===== src/icache_cfg_pkg.sv =====
`default_nettype none

package icache_cfg_pkg;

    // address split: tag | index | byte offset
    localparam int TAG_WIDTH    = 20;
    localparam int INDEX_WIDTH  = 8;
    localparam int OFFSET_WIDTH = 4;

    // four 32-bit words per line
    localparam int LINE_WORDS     = 4;
    localparam int WORD_SEL_WIDTH = 2;

    typedef logic [TAG_WIDTH-1:0]    tag_t;
    typedef logic [INDEX_WIDTH-1:0]  index_t;
    typedef logic [OFFSET_WIDTH-1:0] offset_t;

    typedef logic [31:0] word_t;

    // word 0 sits in the low bits
    typedef word_t [LINE_WORDS-1:0] line_t;

endpackage

`default_nettype wire


===== src/refill_buffer.sv =====
`timescale 1ns/100ps
`default_nettype none

module refill_buffer (
    input  wire                   clk,
    input  wire                   resetn,
    input  wire                   start,
    input  wire                   ret_valid,
    input  icache_cfg_pkg::word_t ret_data,
    output icache_cfg_pkg::line_t line_next
);

    localparam int SEL_W = icache_cfg_pkg::WORD_SEL_WIDTH;

    // slot for the next returned word
    logic [SEL_W-1:0]      beat_q;
    icache_cfg_pkg::line_t line_q;

    always_ff @(posedge clk) begin
        if (!resetn) begin
            beat_q <= '0;
        end else if (start) begin
            beat_q <= '0;
        end else if (ret_valid) begin
            beat_q <= beat_q + 1'b1;
        end
    end

    always_ff @(posedge clk) begin
        if (ret_valid) begin
            line_q[beat_q] <= ret_data;
        end
    end

    // merge the beat on the wire so the last word is usable at once
    always_comb begin
        line_next = line_q;
        if (ret_valid) begin
            line_next[beat_q] = ret_data;
        end
    end

endmodule

`default_nettype wire


===== config.mk =====
export PLATFORM = sky130hd
export DESIGN_NAME = refill_buffer
export DESIGN_NICKNAME = d
export VERILOG_FILES = /design/src/icache_cfg_pkg.sv /design/src/refill_buffer.sv
export SDC_FILE = /design/constraint.sdc
export NUM_CORES = 1
export LEC_CHECK = 0
export BUFFER_PORTS_ARGS = -buffer_cell sky130_fd_sc_hd__buf_2
export CAP_MARGIN = 20
export CORE_MARGIN = 10
export CORE_UTILIZATION = 48
export DETAILED_ROUTE_END_ITERATION = 10
export PLACE_DENSITY_LB_ADDON = 0.08
export SYNTH_ARGS = -nofsm -noshare
export SYNTH_HDL_FRONTEND = slang
export SYNTH_SLANG_ARGS = --single-unit

===== constraint.sdc =====
create_clock -name clk -period 1.8 [get_ports clk]
set_input_delay 0.45 -clock clk [delete_from_list [all_inputs] [get_ports clk]]
set_output_delay 0.45 -clock clk [all_outputs]
set_load 0.01 [all_outputs]

# Yosys cells after proc, flatten, opt, wreduce, memory -nomap -nowiden
# Index checks and enable logic that the tools add are counted.
# W data, S select, Z words.
[word_totals]
ff_bits = 130
input_bits = 36
output_inout_bits = 128
wordCells = 15
[classes]
addsub = 1
n_lt_le_gt_ge = 2
n_mux = 4
bitwise_logic = 1
reduce_logical = 2
[ops]
columns = ["op", "count"]
rows = [
  ["$bwmux W128", 1],
  ["$mux W128", 1],
  ["$demux W32 S2", 1],
  ["$mux W32", 1],
  ["$lt A2 B3 Y1 const B", 1],
  ["$add A2 B1 Y2 const B", 1],
  ["$ge A2 B1 Y1 const B", 1],
  ["$reduce_or A2 Y1", 1],
  ["$logic_and A1 B1 Y1", 1],
  ["$not A1 Y1", 1],
]

# Longest topological paths before layout
# Gate-level depths: netlist of run 1.
[depth]
word_depth = 6
depth_mapped = 5
mapped_depth_nobuf = 4

# Worst setup path after synthesis of run 1
# Ideal clock, no wire load.
[synth_path]
kind = "reg-to-output"
startpoint = "register beat_q[0]"
endpoint = "output port line_next[2] (netlist bit)"
t_arrival_ps = 1261
required_ps = 1350
setup_slack_ps = 89
stages_incl_launch_ff = 6
path_buffers = 1
path_cell_list = "dfxtp_1 -> inv_1 -> ha_1 -> nand2_4 -> buf_6 -> mux2_1"
[synth_lines]
columns = ["element", "line", "text"]
rows = [
  ["start: declaration", "refill_buffer.sv:16", "logic [SEL_W-1:0] beat_q;"],
  ["start signal: assignment", "refill_buffer.sv:25", "beat_q <= beat_q + 1'b1;"],
  ["end: declaration", "refill_buffer.sv:10", "output icache_cfg_pkg::line_t line_next"],
]

==> flow_summary.yaml, run 1 <==
outcome:
  outcome: "complete, but fails checks"
  failed_checks: "setup timing"
worst_setup_path:
  cp-end-kind: "output port"
  crit_type: "reg -> out"
  worstPathRequired_ns: 1.35
  arrival_ns: 1.94
  crit_fanout: 8
  start_kind: "flop"
detailed_routing:
  wl_per_cell_um: 21.0
  firstDrtPassIters: 4
  ant_nets: 0
  viasPerCell: 4.90
  vias: 2959
  drtIter0Drc: 141
  wl_um: 12700
  drc: 0
final_layout:
  fin_util_pct: 79.9
  final_cell_mix: "128 x dfxtp_1, 95 x buf_2, 87 x mux2_4"
  final_common_cell: "dfxtp_1"
  final_cells: 604
  antenna_cells: 0
  num-nets-final: 523
  drive_gt1_share_pct: 72.4
  synthToLayoutAreaGrowth_pct: 61.8
logic_synthesis:
  ys_ff_latch: 130
  syn_avg_cell_area_um2: 15.1
  syn_inst: 286
  syn-num-nets: 326
  synth_cell_types: 11
  yosysSeqAreaShare_pct: 60.2
  syn_area_um2: 4330
  ys_warn_count: 0
power:
  peakVddDrop_mv: 0.812
  finalPower_w: 0.00900
  power.density_nw_per_um2: 1290
  power.static_leakage_nw: 3.59
placed_design:
  dp_hpwl_um: 8050
  placedCellCount: 558
  port_buffers: 163
  globalplace.congestion: 0.717
floorplan:
  fp.dieH_um: 115
  die_x_um: 115
  ios: 164
  start_util_pct: 49.4
  die-area_um2: 13200
  num_rows: 34
  core-area_um2: 8760
cts:
  cts_buffers: 17
  cts_buffer_depth: 2
  ctsHoldBuffers: 0
  cts_tree: "built"
  clk_pin_slew_ns: 0.06
  clock_latency_ns: 0.51
  cts.sinks: 130
  cts.htree.levels: 4
  clockRootBuffer: "clkbuf_8"
global_routing:
  grtUsageTotal_pct: 16.5
  grt_start_max_net_pins: 18
  antenna_found_initial: 0
  overflow: 0
  first_global_vias: 3159
  grt_pass1_wl_um: 16900
timing:
  setup_viol: 128
  period_minus_slack_ns: 2.39
  fin_hold_ws_ns: 0.222
  tightest_slew_ns: 0.295
  setup_slack_ns: -0.588
  fin_setup_tns_ns: -68.09
  finClkSkew_ns: 0.00582
  timing.final.crit_share_pct: 133
  relSlewSlack_pct: 80.3
  timing.fmax_mhz: 419
  finalHoldViolCount: 0
  grt_setup_unrepaired: "true"
  drv_slew: 0
worst_hold_path:
  hp-class: "in -> reg"
flow_run:
  maxCapViolCount: 0
## Yosys cell counts
cell type  count  area (um^2)
ha_1           4         50.1
mux2_2       119         1340
nand2_4        4         45.0
inv_1          2         7.51
buf_6         13          146
xnor2_1        1         8.76
dfxtp_1      130         2600
nor2_1         2         7.51
nand2b_1       1         6.26
mux2_1         9          101
mux2i_1        1         10.0
## worst paths after layout
path                startpoint       endpoint  slack, ns  cells after the start
hold / removal    ret_data[25]    line_q[121]       0.22                      2
setup reg to reg     beat_q[1]     line_q[52]       0.35                      6
hold reg to reg     line_q[97]     line_q[97]       0.47                      1
setup / recovery     beat_q[0]  line_next[67]      -0.59                      6
## through the flow
step	worst slack, ns	instance area (um^2)
after floorplan	0.0891	4330
after global placement	-0.118	5340
after detailed placement	-0.126	5340
after CTS	-0.622	6230
after global routing	-0.651	7000
final	-0.588	7000
## final cells by class
cell class	instances	area [um^2]
flip-flops and latches	130	2610
well taps	108	135
inverters	2	12.5
fillers	524	1770
repair buffers	191	1720
clock inverters	15	158
clock buffers	17	414
multi-input cells	141	1940
## worst max-delay path, stage by stage (launching register included)
cell,delay (ns)
dfxtp_4,0.39
inv_4,0.06
ha_4,0.16
nand2_4,0.14
clkbuf_16,0.19
mux2_2,0.34
buf_2,0.14
## sequential cells by signal, summed over array words and instances, names as in the netlist
signal	flops
line_q	128
beat_q	2
## routing by layer
metal / GRT usage (%) / wire (um) / vias up
li1: - / - / 1392
met5: 0 / 0 / -
met1: 18.1 / 5170 / 1450
met4: 5.69 / 110 / 0
met2: 26.8 / 6290 / 107
met3: 8.49 / 1090 / 10
## cell families after synthesis
kind of cell               share of synthesized area (%)
and+or+nand+nor                                     1.36
muxes                                               33.6
DFF                                                 60.2
xor gates and xnor gates                           0.203
adders and majority gates                           1.16
buffers and inverters                               3.56
## report_power, final
group	leakage (nW)	switching [W]	total, W	internal, W
Sequential	1.08	0.000130	0.00348	0.00335
Combinational	2.23	0.000902	0.00222	0.00132
Clock	0.277	0.00140	0.00329	0.00189
## repair_timing
item	CTS	global route
gates resized for setup	63	123
buffers inserted	2	3
endpoints found under the setup margin	128	128
cloned	1	8
pin swaps	1	0
(Power assumes the default switching activity.)
==> run 2, diff against run 1 <==
- PLACE_DENSITY: unset -> 0.82
- PLACE_DENSITY_LB_ADDON: 0.08 -> unset
==> flow_summary.yaml, run 2 (synthesis results as in run 1) <==
power:
  power.density_nw_per_um2: 1260
  peakVddDrop_mv: 0.968
  power.static_leakage_nw: 3.81
  finalPower_w: 0.00960
detailed_routing:
  viasPerCell: 5.18
  drtIter0Drc: 173
  wl_per_cell_um: 26.0
  wl_um: 15700
  firstDrtPassIters: 4
  ant_nets: 0
  vias: 3132
  drc: 0
worst_setup_path:
  crit_fanout: 7
  arrival_ns: 1.92
  max_stage_delay_ns: 0.40
  cp-end-kind: "output port"
  cp_slowest_cell: "dfxtp_4"
  crit_type: "reg -> out"
  worstPathRequired_ns: 1.35
  start_kind: "flop"
  path_cells: "inv_4 -> ha_4 -> nand2_8 -> clkbuf_16 -> mux2_4 -> buf_6"
timing:
  fin_hold_ws_ns: 0.210
  finClkSkew_ns: 0.00913
  setup_viol: 128
  fin_setup_tns_ns: -66.00
  tightest_slew_ns: 0.379
  period_minus_slack_ns: 2.37
  timing.fmax_mhz: 422
  grt_setup_unrepaired: "true"
  timing.final.crit_share_pct: 132
  relSlewSlack_pct: 74.8
  drv_slew: 0
  setup_slack_ns: -0.569
  finalHoldViolCount: 0
outcome:
  outcome: "complete, but fails checks"
  failed_checks: "setup timing"
global_routing:
  overflow: 0
  first_global_vias: 3390
  grtUsageTotal_pct: 17.3
  antenna_found_initial: 0
  grt_start_max_net_pins: 18
  grt_pass1_wl_um: 18100
final_layout:
  top_regs: "line_q: 128 flops, beat_q: 2 flops"
  regMostFlops: "line_q"
  drive_gt1_share_pct: 73.2
  largest_register_ff_count: 128
  final_common_cell: "buf_6"
  num-nets-final: 524
  antenna_cells: 0
  fillers: 365
  final_cell_mix: "129 x buf_6, 128 x mux2_4, 128 x dfxtp_1"
  synthToLayoutAreaGrowth_pct: 75.6
  final_cell_area_um2: 7600
cts:
  cts.htree.levels: 4
  clk_pin_slew_ns: 0.07
  cts.sinks: 130
  cts_tree: "built"
  cts_buffers: 17
  clock_latency_ns: 0.52
  cts_buffer_depth: 2
  ctsHoldBuffers: 0
  clockRootBuffer: "clkbuf_8"
floorplan:
  ios: 164
  start_util_pct: 49.4
  fp.dieH_um: 115
  die_x_um: 115
  num_rows: 34
  die-area_um2: 13200
  core-area_um2: 8760
placed_design:
  dp_hpwl_um: 7960
  globalplace.congestion: 0.718
  dp_slack_ns: -0.105
  port_buffers: 163
  placed_cell_area_um2: 5320
worst_hold_path:
  hp-class: "in -> reg"
flow_run:
  maxCapViolCount: 0
-- run 2: what timing repair did --
item / 4_1_cts / 5_1_grt
resized for setup: 105 / 203
buffers inserted: 2 / 6
setup endpoints to repair: 128 / 128
pin swaps: 1 / 1
gates cloned: 2 / 8
-- run 2: area by class of cell --
| type | count | area (um^2) | share of cell area (%) |
|---|---|---|---|
| Clock inverter | 15 | 181 | 2.39 |
| Inverter | 2 | 12.5 | 0.165 |
| Timing Repair Buffer | 192 | 2110 | 27.8 |
| Sequential cell | 130 | 2610 | 34.4 |
| Clock buffer | 17 | 414 | 5.45 |
| Tap cell | 108 | 135 | 1.78 |
| Multi-Input combinational cell | 141 | 2130 | 28.1 |
-- run 2: path summary, 6_finish.rpt --
kind | slack (ns) | from | cells after the start | to
worst min-delay path | 0.21 | resetn | 3 | beat_q[0]
worst min register to register | 0.48 | line_q[15] | 1 | line_q[15]
worst max register to register | 0.29 | beat_q[0] | 6 | line_q[20]
worst max-delay path | -0.57 | beat_q[0] | 6 | line_next[21]
-- run 2: where the power goes --
part	internal, W	switching, W	total, W
clock	0.00212	0.00136	0.00348
sequential	0.00336	0.000167	0.00352
combinational	0.00158	0.00102	0.00260
-- run 2: metrics by stage --
stage	instances	util [%]
2_1_floorplan	286	-
3_3_place_gp	556	60.7
3_5_place_dp	556	60.7
4_1_cts	592	73.9
5_1_grt	605	86.7
6_report	605	86.7
-- run 2: metal layers --
metal / vias to the layer above / part of all wire (%) / global-route usage (%) / wire length (um)
met1: 1582 / 37 / 17.2 / 5760
met3: 26 / 7.0 / 8.54 / 1100
met4: 0 / 1.7 / 6.77 / 269
li1: 1397 / - / - / -
met2: 127 / 55 / 30.3 / 8590
met5: - / 0 / 0 / 0
-- run 2: critical path, delay by kind of cell (launching register included) --
family        cells  cell delay, ns
simple gates      1            0.12
buf+inv           3            0.38
mux               1            0.32
fa+ha+maj         1            0.17
flops             1            0.40
