`src/icache_cfg_pkg.sv`:
```
`default_nettype none

package icache_cfg_pkg;

    // address split: tag | index | byte offset
    localparam int TAG_WIDTH    = 20;
    localparam int INDEX_WIDTH  = 8;
    localparam int OFFSET_WIDTH = 4;

    // four 32-bit words per line
    localparam int LINE_WORDS     = 4;
    localparam int WORD_SEL_WIDTH = 2;

    typedef logic [TAG_WIDTH-1:0]    tag_t;
    typedef logic [INDEX_WIDTH-1:0]  index_t;
    typedef logic [OFFSET_WIDTH-1:0] offset_t;

    typedef logic [31:0] word_t;

    // word 0 sits in the low bits
    typedef word_t [LINE_WORDS-1:0] line_t;

endpackage

`default_nettype wire

```
`src/icache_op_pkg.sv`:
```
`default_nettype none

package icache_op_pkg;

    // pipe request opcodes, bit 2 marks a cache op
    typedef enum logic [2:0] {
        OP_READ       = 3'd0,
        OP_CACOP_IDX0 = 3'd4,
        OP_CACOP_IDX1 = 3'd5,
        OP_CACOP_HIT  = 3'd6,
        OP_CACOP_NOP  = 3'd7
    } op_e;

    // read types on the memory port
    typedef enum logic [2:0] {
        RD_WORD = 3'd2,
        RD_LINE = 3'd4
    } rd_type_e;

    typedef enum logic [1:0] {
        ST_IDLE,
        ST_LOOKUP,
        ST_MISS,
        ST_REFILL
    } ctrl_state_e;

endpackage

`default_nettype wire

```
`src/icache_lookup_if.sv`:
```
`timescale 1ns/100ps
`default_nettype none

interface icache_lookup_if #(
    parameter int NUM_WAYS    = 2,
    parameter int TAG_WIDTH   = 20,
    parameter int INDEX_WIDTH = 8,
    parameter int LINE_BITS   = 128
);

    localparam int WAY_W = (NUM_WAYS > 1) ? $clog2(NUM_WAYS) : 1;

    // request accepted this cycle, arrays latch the set
    logic                   accept;
    logic [INDEX_WIDTH-1:0] acc_index;
    logic [TAG_WIDTH-1:0]   lookup_tag;

    logic                   hit;
    logic [WAY_W-1:0]       hit_way;

    logic                   refill_we;
    logic [WAY_W-1:0]       refill_way;
    logic [LINE_BITS-1:0]   refill_line;

    logic                   inval_we;
    logic [WAY_W-1:0]       inval_way;

    modport ctrl (
        output accept, acc_index, lookup_tag,
        output refill_we, refill_way, refill_line,
        output inval_we, inval_way,
        input  hit, hit_way
    );

    modport tags (
        input  accept, acc_index, lookup_tag,
        input  refill_we, refill_way, inval_we, inval_way,
        output hit, hit_way
    );

    modport data (
        input accept, acc_index, hit_way,
        input refill_we, refill_way, refill_line
    );

endinterface

`default_nettype wire

```
`src/icache_ctrl.sv`:
```
`timescale 1ns/100ps
`default_nettype none

module icache_ctrl #(
    parameter int NUM_WAYS = 2
) (
    input  wire                          clk,
    input  wire                          resetn,
    input  wire                          valid,
    input  icache_op_pkg::op_e           op,
    input  icache_cfg_pkg::tag_t         tag,
    input  icache_cfg_pkg::index_t       index,
    input  icache_cfg_pkg::offset_t      offset,
    input  wire                          uncached,
    input  wire                          rd_rdy,
    input  wire                          ret_valid,
    input  wire                          ret_last,
    input  icache_cfg_pkg::word_t        ret_data,
    input  icache_cfg_pkg::word_t        hit_word,
    input  icache_cfg_pkg::line_t        line_next,
    output logic                         addr_ok,
    output logic                         data_ok,
    output icache_cfg_pkg::word_t        rdata,
    output logic                         rd_req,
    output icache_op_pkg::rd_type_e      rd_type,
    output logic [31:0]                  rd_addr,
    output logic                         start,
    output icache_cfg_pkg::offset_t      offset_reg,
    icache_lookup_if.ctrl                lk
);

    localparam int WAY_W = (NUM_WAYS > 1) ? $clog2(NUM_WAYS) : 1;
    localparam int OFS_W = icache_cfg_pkg::OFFSET_WIDTH;
    localparam int SEL_W = icache_cfg_pkg::WORD_SEL_WIDTH;

    icache_op_pkg::ctrl_state_e state, state_next;

    // latched request
    icache_op_pkg::op_e     op_reg;
    icache_cfg_pkg::tag_t   tag_reg;
    icache_cfg_pkg::index_t index_reg;
    logic                   uncached_reg;

    logic [WAY_W-1:0] rr_ptr;

    logic in_lookup;
    logic in_refill;
    logic is_cacop;
    logic cached_hit;
    logic ret_done;
    logic accept;

    assign in_lookup  = (state == icache_op_pkg::ST_LOOKUP);
    assign in_refill  = (state == icache_op_pkg::ST_REFILL);
    assign is_cacop   = (op_reg != icache_op_pkg::OP_READ);
    assign cached_hit = in_lookup & !is_cacop & !uncached_reg & lk.hit;
    assign ret_done   = in_refill & ret_valid & ret_last;

    // a hit or a cache op frees the lookup stage for the next request
    assign accept  = valid & ((state == icache_op_pkg::ST_IDLE)
                              | (in_lookup & (cached_hit | is_cacop)));
    assign addr_ok = accept;
    assign data_ok = cached_hit | ret_done;

    always_comb begin
        state_next = state;
        case (state)
            icache_op_pkg::ST_IDLE: begin
                if (accept) begin
                    state_next = icache_op_pkg::ST_LOOKUP;
                end
            end
            icache_op_pkg::ST_LOOKUP: begin
                if (!is_cacop && !cached_hit) begin
                    state_next = icache_op_pkg::ST_MISS;
                end else if (!accept) begin
                    state_next = icache_op_pkg::ST_IDLE;
                end
            end
            icache_op_pkg::ST_MISS: begin
                if (rd_rdy) begin
                    state_next = icache_op_pkg::ST_REFILL;
                end
            end
            default: begin
                if (ret_done) begin
                    state_next = icache_op_pkg::ST_IDLE;
                end
            end
        endcase
    end

    always_ff @(posedge clk) begin
        if (!resetn) begin
            state  <= icache_op_pkg::ST_IDLE;
            rr_ptr <= '0;
        end else begin
            state <= state_next;
            if (lk.refill_we) begin
                rr_ptr <= (rr_ptr == WAY_W'(NUM_WAYS - 1)) ? '0 : rr_ptr + 1'b1;
            end
        end
    end

    // frozen from acceptance until the request retires
    always_ff @(posedge clk) begin
        if (accept) begin
            op_reg       <= op;
            tag_reg      <= tag;
            index_reg    <= index;
            offset_reg   <= offset;
            uncached_reg <= uncached;
        end
    end

    // memory read port, held steady until rd_rdy
    assign rd_req  = (state == icache_op_pkg::ST_MISS);
    assign rd_type = uncached_reg ? icache_op_pkg::RD_WORD : icache_op_pkg::RD_LINE;
    assign rd_addr = uncached_reg ? {tag_reg, index_reg, offset_reg}
                                  : {tag_reg, index_reg, {OFS_W{1'b0}}};
    assign start   = rd_req & rd_rdy;

    assign lk.accept     = accept;
    assign lk.acc_index  = index;
    assign lk.lookup_tag = tag_reg;

    // refill on the last beat, victim from the round-robin pointer
    assign lk.refill_we   = ret_done & !uncached_reg;
    assign lk.refill_way  = rr_ptr;
    assign lk.refill_line = line_next;

    // index ops take the way from the offset, hit op from the lookup
    assign lk.inval_we  = in_lookup & ((op_reg == icache_op_pkg::OP_CACOP_IDX0)
                                       | (op_reg == icache_op_pkg::OP_CACOP_IDX1)
                                       | ((op_reg == icache_op_pkg::OP_CACOP_HIT) & lk.hit));
    assign lk.inval_way = (op_reg == icache_op_pkg::OP_CACOP_HIT) ? lk.hit_way
                                                                  : offset_reg[WAY_W-1:0];

    always_comb begin
        if (in_lookup) begin
            rdata = hit_word;
        end else if (uncached_reg) begin
            rdata = ret_data;
        end else begin
            rdata = line_next[offset_reg[OFS_W-1 -: SEL_W]];
        end
    end

endmodule

`default_nettype wire

```
`src/flat_wrapper.sv`:
```
// flat-port wrapper written by rule: the top's interface ports become plain ports
module icache_ctrl_flat 
#(
    parameter int NUM_WAYS = 2
)
  (clk, resetn, valid, op, tag, index, offset, uncached, rd_rdy, ret_valid, ret_last, ret_data, hit_word, line_next, addr_ok, data_ok, rdata, rd_req, rd_type, rd_addr, start, offset_reg, lk_accept, lk_acc_index, lk_lookup_tag, lk_refill_we, lk_refill_way, lk_refill_line, lk_inval_we, lk_inval_way, lk_hit, lk_hit_way);
  icache_lookup_if #(.NUM_WAYS(NUM_WAYS)) lk_i ();
  input  wire clk;
  input  wire resetn;
  input  wire valid;
  input  icache_op_pkg::op_e op;
  input  icache_cfg_pkg::tag_t tag;
  input  icache_cfg_pkg::index_t index;
  input  icache_cfg_pkg::offset_t offset;
  input  wire uncached;
  input  wire rd_rdy;
  input  wire ret_valid;
  input  wire ret_last;
  input  icache_cfg_pkg::word_t ret_data;
  input  icache_cfg_pkg::word_t hit_word;
  input  icache_cfg_pkg::line_t line_next;
  output logic addr_ok;
  output logic data_ok;
  output icache_cfg_pkg::word_t rdata;
  output logic rd_req;
  output icache_op_pkg::rd_type_e rd_type;
  output logic [31:0] rd_addr;
  output logic start;
  output icache_cfg_pkg::offset_t offset_reg;
  output wire logic [$bits(lk_i.accept)-1:0] lk_accept;
  output wire logic [$bits(lk_i.acc_index)-1:0] lk_acc_index;
  output wire logic [$bits(lk_i.lookup_tag)-1:0] lk_lookup_tag;
  output wire logic [$bits(lk_i.refill_we)-1:0] lk_refill_we;
  output wire logic [$bits(lk_i.refill_way)-1:0] lk_refill_way;
  output wire logic [$bits(lk_i.refill_line)-1:0] lk_refill_line;
  output wire logic [$bits(lk_i.inval_we)-1:0] lk_inval_we;
  output wire logic [$bits(lk_i.inval_way)-1:0] lk_inval_way;
  input wire logic [$bits(lk_i.hit)-1:0] lk_hit;
  input wire logic [$bits(lk_i.hit_way)-1:0] lk_hit_way;
  assign lk_accept = lk_i.accept;
  assign lk_acc_index = lk_i.acc_index;
  assign lk_lookup_tag = lk_i.lookup_tag;
  assign lk_refill_we = lk_i.refill_we;
  assign lk_refill_way = lk_i.refill_way;
  assign lk_refill_line = lk_i.refill_line;
  assign lk_inval_we = lk_i.inval_we;
  assign lk_inval_way = lk_i.inval_way;
  assign lk_i.hit = lk_hit;
  assign lk_i.hit_way = lk_hit_way;
  icache_ctrl #(.NUM_WAYS(NUM_WAYS)) u_core (.clk(clk), .resetn(resetn), .valid(valid), .op(op), .tag(tag), .index(index), .offset(offset), .uncached(uncached), .rd_rdy(rd_rdy), .ret_valid(ret_valid), .ret_last(ret_last), .ret_data(ret_data), .hit_word(hit_word), .line_next(line_next), .addr_ok(addr_ok), .data_ok(data_ok), .rdata(rdata), .rd_req(rd_req), .rd_type(rd_type), .rd_addr(rd_addr), .start(start), .offset_reg(offset_reg), .lk(lk_i));
endmodule
```
`config.mk`:
```
export PLATFORM = sky130hd
export DESIGN_NAME = icache_ctrl_flat
export DESIGN_NICKNAME = d
export VERILOG_FILES = /design/src/icache_cfg_pkg.sv /design/src/icache_op_pkg.sv /design/src/icache_lookup_if.sv /design/src/icache_ctrl.sv /design/src/flat_wrapper.sv
export SDC_FILE = /design/constraint.sdc
export NUM_CORES = 1
export LEC_CHECK = 0
export ABC_AREA = 1
export CAP_MARGIN = 20
export CORE_AREA = 4 4 184 186
export DETAILED_ROUTE_END_ITERATION = 8
export DIE_AREA = 0 0 188 190
export DONT_BUFFER_PORTS = 1
export SKIP_CTS_REPAIR_TIMING = 1
export SLEW_MARGIN = 30
export SYNTH_ARGS = -nofsm -noshare
export SYNTH_HDL_FRONTEND = slang
export SYNTH_SLANG_ARGS = --single-unit
```
`constraint.sdc`:
```
create_clock -name clk -period 3.3 [get_ports clk]
set_clock_uncertainty 0.1 [all_clocks]
set_input_delay 0.33 -clock clk [delete_from_list [all_inputs] [get_ports clk]]
set_output_delay 0.33 -clock clk [all_outputs]
set_load 0.005 [all_outputs]
```
**Word level (Yosys, flattened, before mapping)**

Index checks and enable logic that the tools add are counted.

- Bits in registers: 39
- Latch bits: 0
- RAM bits: 0
- Bits in read-only memories: 0
- Input port bits: 236
- Memories: 0

- Add/sub/neg operators: 1
- Multiply operators: 0
- Divide/modulo/power cells: 0
- Magnitude comparators: 1
- Eq/ne operators: 9
- Shift-type cells: 0
- Multiplexer cells: 14
- Bitwise gates (word level): 16
- Reductions and logical operators: 8

Operators by type and width:

| operator | count |
|---|---|
| $mux 32 | 3 |
| $bmux 32 s2 | 1 |
| $and 1x1->1 | 11 |
| $mux 2 | 5 |
| $eq 3x3->1 const B | 3 |
| $pmux 2 s3 | 1 |
| $or 1x1->1 | 5 |
| $eq 2x2->1 const B | 2 |
| $mux 4 | 1 |
| $ne 2x2->1 const B | 2 |
| $reduce_and 4->1 | 1 |
| $reduce_bool 4->1 | 1 |
| $logic_not 1->1 | 3 |
| $lt 2x3->1 const B | 1 |
| $mux 3 | 1 |
| $ne 3x3->1 const B | 1 |
| $reduce_bool 3->1 | 1 |
| $eq 2x1->1 const B | 1 |
| $logic_not 2->1 | 1 |
| $mux 1 | 2 |
| $add 1x1->1 const B | 1 |
| $logic_and 1x1->1 | 1 |

**Longest topological paths before layout**

Gate-level depths: netlist of run 1.

- Depth after elaboration: 12
- Mapped depth: 9
- Gate-level depth less buffers: 8

**Least setup slack after synthesis of run 1**

Ideal clock, no wire load.

- Path type: register to output
- Start point: register u_core.state[1]
- End point: output port lk_accept
- Arrival time: 2075 ps
- Data required time: 2870 ps
- Path slack: 795 ps
- Stages on the path, launching flop included: 9
- Cell sequence: dfxtp_1 inv_1 ha_1 buf_2 nand3_1 nand3_1 nand2_1 nand2_1 buf_4

- Longest elaborated chain between the ends: 8

RTL lines:

| element | line | text |
|---|---|---|
| from (decl) | icache_ctrl.sv:36 | `icache_op_pkg::ctrl_state_e state, state_next;` |
| from (signal assigned) | icache_ctrl.sv:95 | `state <= icache_op_pkg::ST_IDLE;` |
| from (signal assigned) | icache_ctrl.sv:98 | `state <= state_next;` |
| $eq 2x1->1 | icache_ctrl.sv:53 | `assign in_lookup = (state == icache_op_pkg::ST_LOOKUP);` |
| $and 1x1->1 (3 in series) | icache_ctrl.sv:56 | `assign cached_hit = in_lookup & !is_cacop & !uncached_reg & lk.hit;` |
| $or 1x1->1 | icache_ctrl.sv:61 | `\| (in_lookup & (cached_hit \| is_cacop)));` |
| $and 1x1->1 | icache_ctrl.sv:61 |  |
| $or 1x1->1 * | icache_ctrl.sv:61 |  |
| $and 1x1->1 * | icache_ctrl.sv:60 | `assign accept = valid & ((state == icache_op_pkg::ST_IDLE)` |
| to (decl) | flat_wrapper.sv:30 | `output wire logic [$bits(lk_i.accept)-1:0] lk_accept;` |

Every way passes the cells marked *; elsewhere a longest branch is shown, timed or not.

**Worst setup path after layout of run 1**

- Start point: register u_core.state[1]
- End point: output port rdata[21]

- Longest elaborated chain between the ends: 2

RTL lines:

| element | line | text |
|---|---|---|
| $eq 2x1->1 | icache_ctrl.sv:53 |  |
| $mux 32 | icache_ctrl.sv:140 | `if (in_lookup) begin` |
| to (decl) | flat_wrapper.sv:24 | `output icache_cfg_pkg::word_t rdata;` |

No other way between the ends.

==> metrics list, run 1 <==
- The routed layout has 3592 vias.
- The critical path goes through inv_1 > ha_2 > inv_2 > nor2_1 > a21oi_1.
- Clock tree from TritonCTS: done
- The H-tree was split into 2 levels.
* RR Endpoint: u_core.index_reg[1]
- The tool flagged a number of max-cap violations equal to 0.
- The worst setup path is captured at an output pin.
- 1st-pass router iterations: 5
- The clock drives 39 sinks.
- For this run, the number of Yosys warnings is 0.
* First-pass GRT wire length: 24.9 mm
- The floorplan step set the die width to 188 um.
- By area, the combinational part of the netlist is dominated by buffers and inverters.
- After Yosys synthesis, full adders, half adders and majority gates account for 1.18% of the synthesized area.
- Global router's overall resource usage: 9.52%
- Number of cells on the worst hold path: 0
- After detailed routing, the average wire length per cell comes to 21.0 um.
- Initial Utilization: 13.2%
- For the worst flop-to-flop path, the logic depth is 6.
* Kind of launch point of the worst setup path: flop
- For this run the aggregate overflow at the end of global routing stands at 0.
- The final max-slew violation count came to 0.
- DRC violation total after the first TritonRoute iteration: 192
- Count of distinct cell types in the synthesized netlist: 21
* Worst slew margin relative to its limit: 42.1%
- Using the TritonRoute via totals, the vias-per-cell ratio works out to 4.03.
* Start-to-end type of the worst setup path: reg -> out
* Clock-pin slew of the registers on the worst-case setup and hold paths: 70 ps
* Peak fanout along the critical path: 33
- After Yosys synthesis, XOR and XNOR cells account for 0% of the synthesized area.
* Startpoint of the most critical hold path: offset[2]
- Critical Path Start: u_core.state[1]
* Antenna violations before repair: 8
- Synthesis produced 616 cells.
- At the pin with the least slew margin, the transition time is 869 ps.
- Syn Std Cell Area: 4260 sq um
* Die Height: 190 um
* RSZ-0062 raised after global routing: false
- Crit path largest cell delay: 690 ps
- Data on the critical path is required at its endpoint by 2870 ps.
- Hold Crit Endpoint: u_core.offset_reg[2]
- Maximum operating frequency: 0.378 GHz
- Portion of the post-synthesis area used by sequential elements: 26.8%
* Final period util: 80.2%
* Pwr Density: 702 nW/um^2
- Die Footprint: 35700 sq um
* Count of boundary I/O pins: 472
- Final Hold Violating Endpoints: 0
* HPWL after detailed placement: 15.1 mm
- The number of global-route vias before repair was 3596.
- Entering global routing, the biggest net connects 55 pins.
- Final critical path time including I/O delays and setup: 2650 ps
* Data arrival time of the worst path: 2220 ps
- Of the post-synthesis cell area, the part taken by muxes is 0.264%.
- Syn-to-layout area delta: -13.5%
- The register with the most flip-flops in the layout has 20 of them.
- Across all register-to-register paths, the minimum setup slack is 1030 ps.
- Number of register bits inferred by synthesis: 39
* Clock Tree Buf Depth: 2
- Placer's final routability congestion estimate: 0.744
- Once placement finished, the instance area stood at 3520 sq um.
* Path class of the lowest-slack min-delay path: in -> reg
- Commonest cells after routing, fill and taps aside: 132 x sky130_fd_sc_hd__nand2_1, 81 x sky130_fd_sc_hd__a21oi_1, 61 x sky130_fd_sc_hd__nand3_1
- Static leakage: 1.36 nW
* Area inside the core boundary: 32300 sq um
- The synthesized netlist devotes 22.4% of its cell area to simple gates.
- After filler insertion, the fill cell instance count of the layout stands at 3732.
* Status: finished clean
- Slowest cell on the critical path: sky130_fd_sc_hd__inv_2
- Summing all multi-input logic gate instances after layout gives 1610 sq um.
- The net count of the finished layout is 683.
* Number of rows created at floorplan: 66
- The worst register-to-register path begins at u_core.state[0].
* Commonest non-fill, non-tap cell in the layout: sky130_fd_sc_hd__nand2_1
- Across the whole layout, storage elements account for 1140 sq um.
* Avg Cell Area, Syn: 6.91 sq um
- Setup violations remaining at the end of the flow were counted as 0.
- Clock insertion delay at the later pin of the skew report: 290 ps
* Fraction of the mapped netlist area in compound gates: 13.8%
* Input/output buffers: 0
- Final-layout setup total negative slack: 0 ps
* Final Power: 2.58 mW
* Drc violations: 0
- Of the cells placed in the final design, the portion with a size suffix greater than 1 is 6.31%.
- Worst hold slack: 34.8 ps
- With fillers left out, the area of the finished cells amounts to 3680 sq um.
- Final WL: 18.7 mm
* Inserted Clock Buffers: 5
- Post-Syn Nets: 856
* Root buffer selected by CTS: sky130_fd_sc_hd__clkbuf_16
- Worst ir drop on vdd: 0.000394 V
* Remaining antenna violation count: 0
==> worst max-delay path, delay by kind of cell, from the launching register on <==
kind            cells  cell delay (ps)
compound gates      1              320
fa+ha+maj           1              330
buf+inv             2              780
flops               1              400
simple gates        1               80
==> cell usage after synthesis <==
master | instances | share of area, %
sky130_fd_sc_hd__nand4_1 | 1 | 0.15
sky130_fd_sc_hd__dfxtp_1 | 3 | 1.4
sky130_fd_sc_hd__ha_1 | 4 | 1.2
sky130_fd_sc_hd__a21oi_1 | 81 | 9.5
sky130_fd_sc_hd__o21ai_0 | 11 | 1.3
sky130_fd_sc_hd__mux2_2 | 1 | 0.26
sky130_fd_sc_hd__a211oi_1 | 1 | 0.18
sky130_fd_sc_hd__nand3_1 | 61 | 7.2
sky130_fd_sc_hd__o21bai_1 | 1 | 0.18
sky130_fd_sc_hd__edfxtp_1 | 36 | 25
sky130_fd_sc_hd__inv_2 | 3 | 0.26
sky130_fd_sc_hd__clkbuf_1 | 9 | 0.79
sky130_fd_sc_hd__buf_2 | 17 | 2.0
sky130_fd_sc_hd__o21ai_1 | 5 | 0.59
sky130_fd_sc_hd__conb_1 | 1 | 0.088
sky130_fd_sc_hd__buf_6 | 4 | 1.1
sky130_fd_sc_hd__buf_4 | 164 | 29
sky130_fd_sc_hd__nand2_1 | 132 | 12
sky130_fd_sc_hd__nor2_1 | 39 | 3.4
sky130_fd_sc_hd__inv_1 | 28 | 2.5
sky130_fd_sc_hd__a31oi_1 | 14 | 2.1
==> worst max-delay path by stage <==
stage                end  slack (ps)  cells after the start
6_report       rdata[21]         650                      5
4_1_cts        rdata[21]         630                      5
3_5_place_dp   rdata[21]         950                      5
3_3_place_gp   rdata[26]        1010                      5
2_1_floorplan  lk_accept         800                      8
5_1_grt         rdata[6]         470                      5
==> per-stage QoR <==
step | std cells | setup WS, ps | util, %
final | 891 | 653 | 11.4
after global routing | 890 | 470 | 11.4
after CTS | 886 | 630 | 11.4
after detailed placement | 878 | 946 | 10.9
after global placement | 878 | 1010 | 10.9
after floorplan | 616 | 795 | -
==> per-layer routing <==
| metal | share of wire (%) | GRT usage [%] |
|---|---|---|
| met1 | 37 | 10.7 |
| met2 | 46 | 15.4 |
| met3 | 13 | 4.20 |
| met4 | 3.8 | 4.71 |
| met5 | 0.18 | 0 |
==> logic make-up after synthesis <==
logic type	count (synthesis)
simple gates	233
buf+inv	225
compound gates	113
flops	39
fa+ha+maj	4
mux	1
other cells	1
==> where the power goes <==
part           internal (mW)  switching [mW]  leakage, nW
registers              0.697           0.145        0.373
logic                  0.353           0.910        0.926
clock network          0.279           0.201       0.0659
total                   1.33            1.26         1.36
==> final cells by class <==
| class | count | share of cell area, % |
|---|---|---|
| Inverter | 31 | 3.16 |
| Sequential cell | 39 | 31.0 |
| Clock buffer | 5 | 3.40 |
| Tap cell | 442 | 15.0 |
| Clock inverter | 3 | 0.544 |
| Timing Repair Buffer | 14 | 2.85 |
| Antenna cell | 5 | 0.340 |
| Multi-Input combinational cell | 352 | 43.7 |
Note: power is estimated with default switching activity, not from simulation.
==> inputs of run 2 (changes only) <==
Settings changed: CORE_AREA 4 4 184 186 to 4 4 183 185, DIE_AREA 0 0 188 190 to 0 0 187 189.
Clock period 3.3 ns to 2.4 ns, I/O delays scaled along.
==> metrics list, run 2 (synthesis gave the netlist of run 1 again) <==
- Filler Cell Count: 3653
- Launch instance of the worst register-to-register path: u_core.state[0]
- After floorplanning, the core was sized to cover 32000 sq um.
* Start-to-end type of the worst setup path: reg -> out
- Count of boundary I/O pins: 472
- Along the worst path, the maximum fanout reaches 38.
- Data on the critical path arrives at its endpoint at 1900 ps.
- The number of global-route vias before repair was 3522.
* Clock insertion delay at the later pin of the skew report: 280 ps
- Final period util: 93.5%
- Final WL: 19.3 mm
- TritonCTS built the clock tree.
- The final max-slew violation count came to 0.
* Final WS setup: 156 ps
- Remaining antenna violation count: 0
- The die covers 35300 sq um.
* Die Height: 189 um
- After clock tree synthesis, the clock-pin slew on the worst setup and hold paths is 50 ps.
- Horiz. Die Dim: 187 um
- The H-tree generated during clock tree synthesis spans 2 levels.
- Across all layers, the routed design uses 3776 vias.
* Placer's final routability congestion estimate: 0.774
* Net count, final: 726
- Initial Utilization: 13.3%
- Final critical path time including I/O delays and setup: 2240 ps
- Switching Fraction: 43.8%
- The share of total power dissipated in combinational logic is 49.7%.
- Max FFs per register: 20
- Sequential share of power: 29.0%
- Cells with a size suffix above 1 make up 6.98% of the layout.
* Worst slew pin tran: 646 ps
- Switching component of the power: 1.70 mW
- Worst Setup End Kind: output pin
- Placement-stage worst setup slack: 263 ps
* Setup slack, reg-to-reg: 510 ps
* Antenna violations before repair: 7
* Input/output buffers: 0
- Wire per inst: 21.4 um
- Pwr Density: 935 nW/um^2
- Worst ir drop on vdd: 0.000629 V
- HPWL after detailed placement: 15.5 mm
* Depth of the worst register-to-register path: 6
- Counting every sink on the clock net gives 39.
- DRC violation total after the first TritonRoute iteration: 208
* Maximum operating frequency: 0.446 GHz
- Entering global routing, the biggest net connects 46 pins.
- Cell-internal power: 2.18 mW
- Global routing consumed, over all layers together, 9.71% of the routing resources.
- Startpoint of the most critical hold path: resetn
- Area of combinational cells with multiple inputs: 1610 sq um
- Number of cells on the worst hold path: 2
* Area taken by flip-flops and latches: 1140 sq um
- Commonest non-fill, non-tap cell in the layout: sky130_fd_sc_hd__nand2_1
- Required arrival time at the worst endpoint: 2060 ps
- After floorplanning, the core was divided into 66 placement rows.
- The first detailed-routing pass took 5 iterations.
- The first global-routing pass estimated 25.2 mm of wire.
- Global route total overflow: 0
* Clock group share of total power: 21.3%
- Hold Crit Endpoint: u_core.lk.refill_way
* RR Endpoint: u_core.offset_reg[1]
- Status: finished clean
* Syn-to-layout area delta: -2.67%
- Max Cap Violations: 0
- Share of the core filled with cells in the final layout: 12.9%
* Clock Tree Buf Depth: 2
- Root buffer selected by CTS: sky130_fd_sc_hd__clkbuf_16
* Number of failing setup endpoints in the final timing report: 0
- Inserted Clock Buffers: 5
- Routed via count divided by cell count: 4.20
- Commonest cells after routing, fill and taps aside: 131 x sky130_fd_sc_hd__nand2_1, 81 x sky130_fd_sc_hd__a21oi_1, 61 x sky130_fd_sc_hd__nand3_1
- Drc violations: 0
* Path class of the lowest-slack min-delay path: in -> reg
- The analysis attributes to cell leakage a power of 1.59 nW.
* Kind of launch point of the worst setup path: flop
- Worst slew margin relative to its limit: 56.9%
* Final Hold Violating Endpoints: 0
==> run 2: cell types whose count changed in the layout (fill, tap and decap cells not counted), sizes merged, moves of 2 or more <==
cell,before,now
clkinvlp,2,0
bufinv,0,2
dlygate4sd3,0,37
buf,14,20
==> run 2: area by class of cell <==
| cell class | count | share of cell area [%] |
|---|---|---|
| sequential | 39 | 27.5 |
| multi-input combinational | 352 | 38.9 |
| clock buffer | 6 | 3.11 |
| inverter | 31 | 2.87 |
| clock inverter | 2 | 1.45 |
| tap | 408 | 12.3 |
| timing repair buffer | 57 | 13.6 |
| antenna | 4 | 0.241 |
==> run 2: critical path, stage by stage (launching register included) <==
cell and delay (ps):
sky130_fd_sc_hd__edfxtp_1 510, sky130_fd_sc_hd__buf_8 310, sky130_fd_sc_hd__nand2_1 90, sky130_fd_sc_hd__a31oi_1 300, sky130_fd_sc_hd__nand2_1 160, sky130_fd_sc_hd__a21oi_1 210
==> run 2: metrics by stage <==
| step | std cells | TNS, ps | hold slack [ps] | total power [mW] | area (sq um) |
|---|---|---|---|---|---|
| floorplan | 616 | 0 | 239 | 2.63 | 4260 |
| global route | 899 | -16.5 | 81.6 | 4.17 | 4150 |
| CTS | 858 | -85.1 | -49.4 | 3.84 | 3740 |
| finish | 899 | 0 | 54.2 | 3.87 | 4150 |
| global placement | 850 | 0 | 239 | 2.97 | 3550 |
| detailed placement | 850 | 0 | 239 | 2.99 | 3550 |
==> run 2: worst max-delay path by stage <==
stage | cells past startpoint | to | startpoint
detailed placement | 5 | rdata[25] | u_core.offset_reg[2]
global placement | 5 | rdata[25] | u_core.offset_reg[2]
global route | 7 | rdata[7] | u_core.offset_reg[2]
floorplan | 8 | lk_accept | u_core.state[1]
CTS | 5 | rdata[25] | u_core.offset_reg[2]
finish | 5 | rdata[25] | u_core.offset_reg[2]
==> run 2: per-layer routing <==
layer / share of wire, % / track usage (%)
met4: 3.6 / 4.38
met1: 37 / 10.8
met2: 49 / 16.8
met3: 10 / 3.36
met5: 0.067 / 0
==> run 2: power by group through the flow <==
stage | clock [mW] | combinational [mW] | sequential [mW]
after CTS | 0.836 | 1.88 | 1.12
after floorplan | 0 | 1.58 | 1.05
after detailed placement | 0 | 1.87 | 1.12
after global routing | 0.866 | 2.15 | 1.15
final | 0.824 | 1.93 | 1.12
after global placement | 0 | 1.84 | 1.13
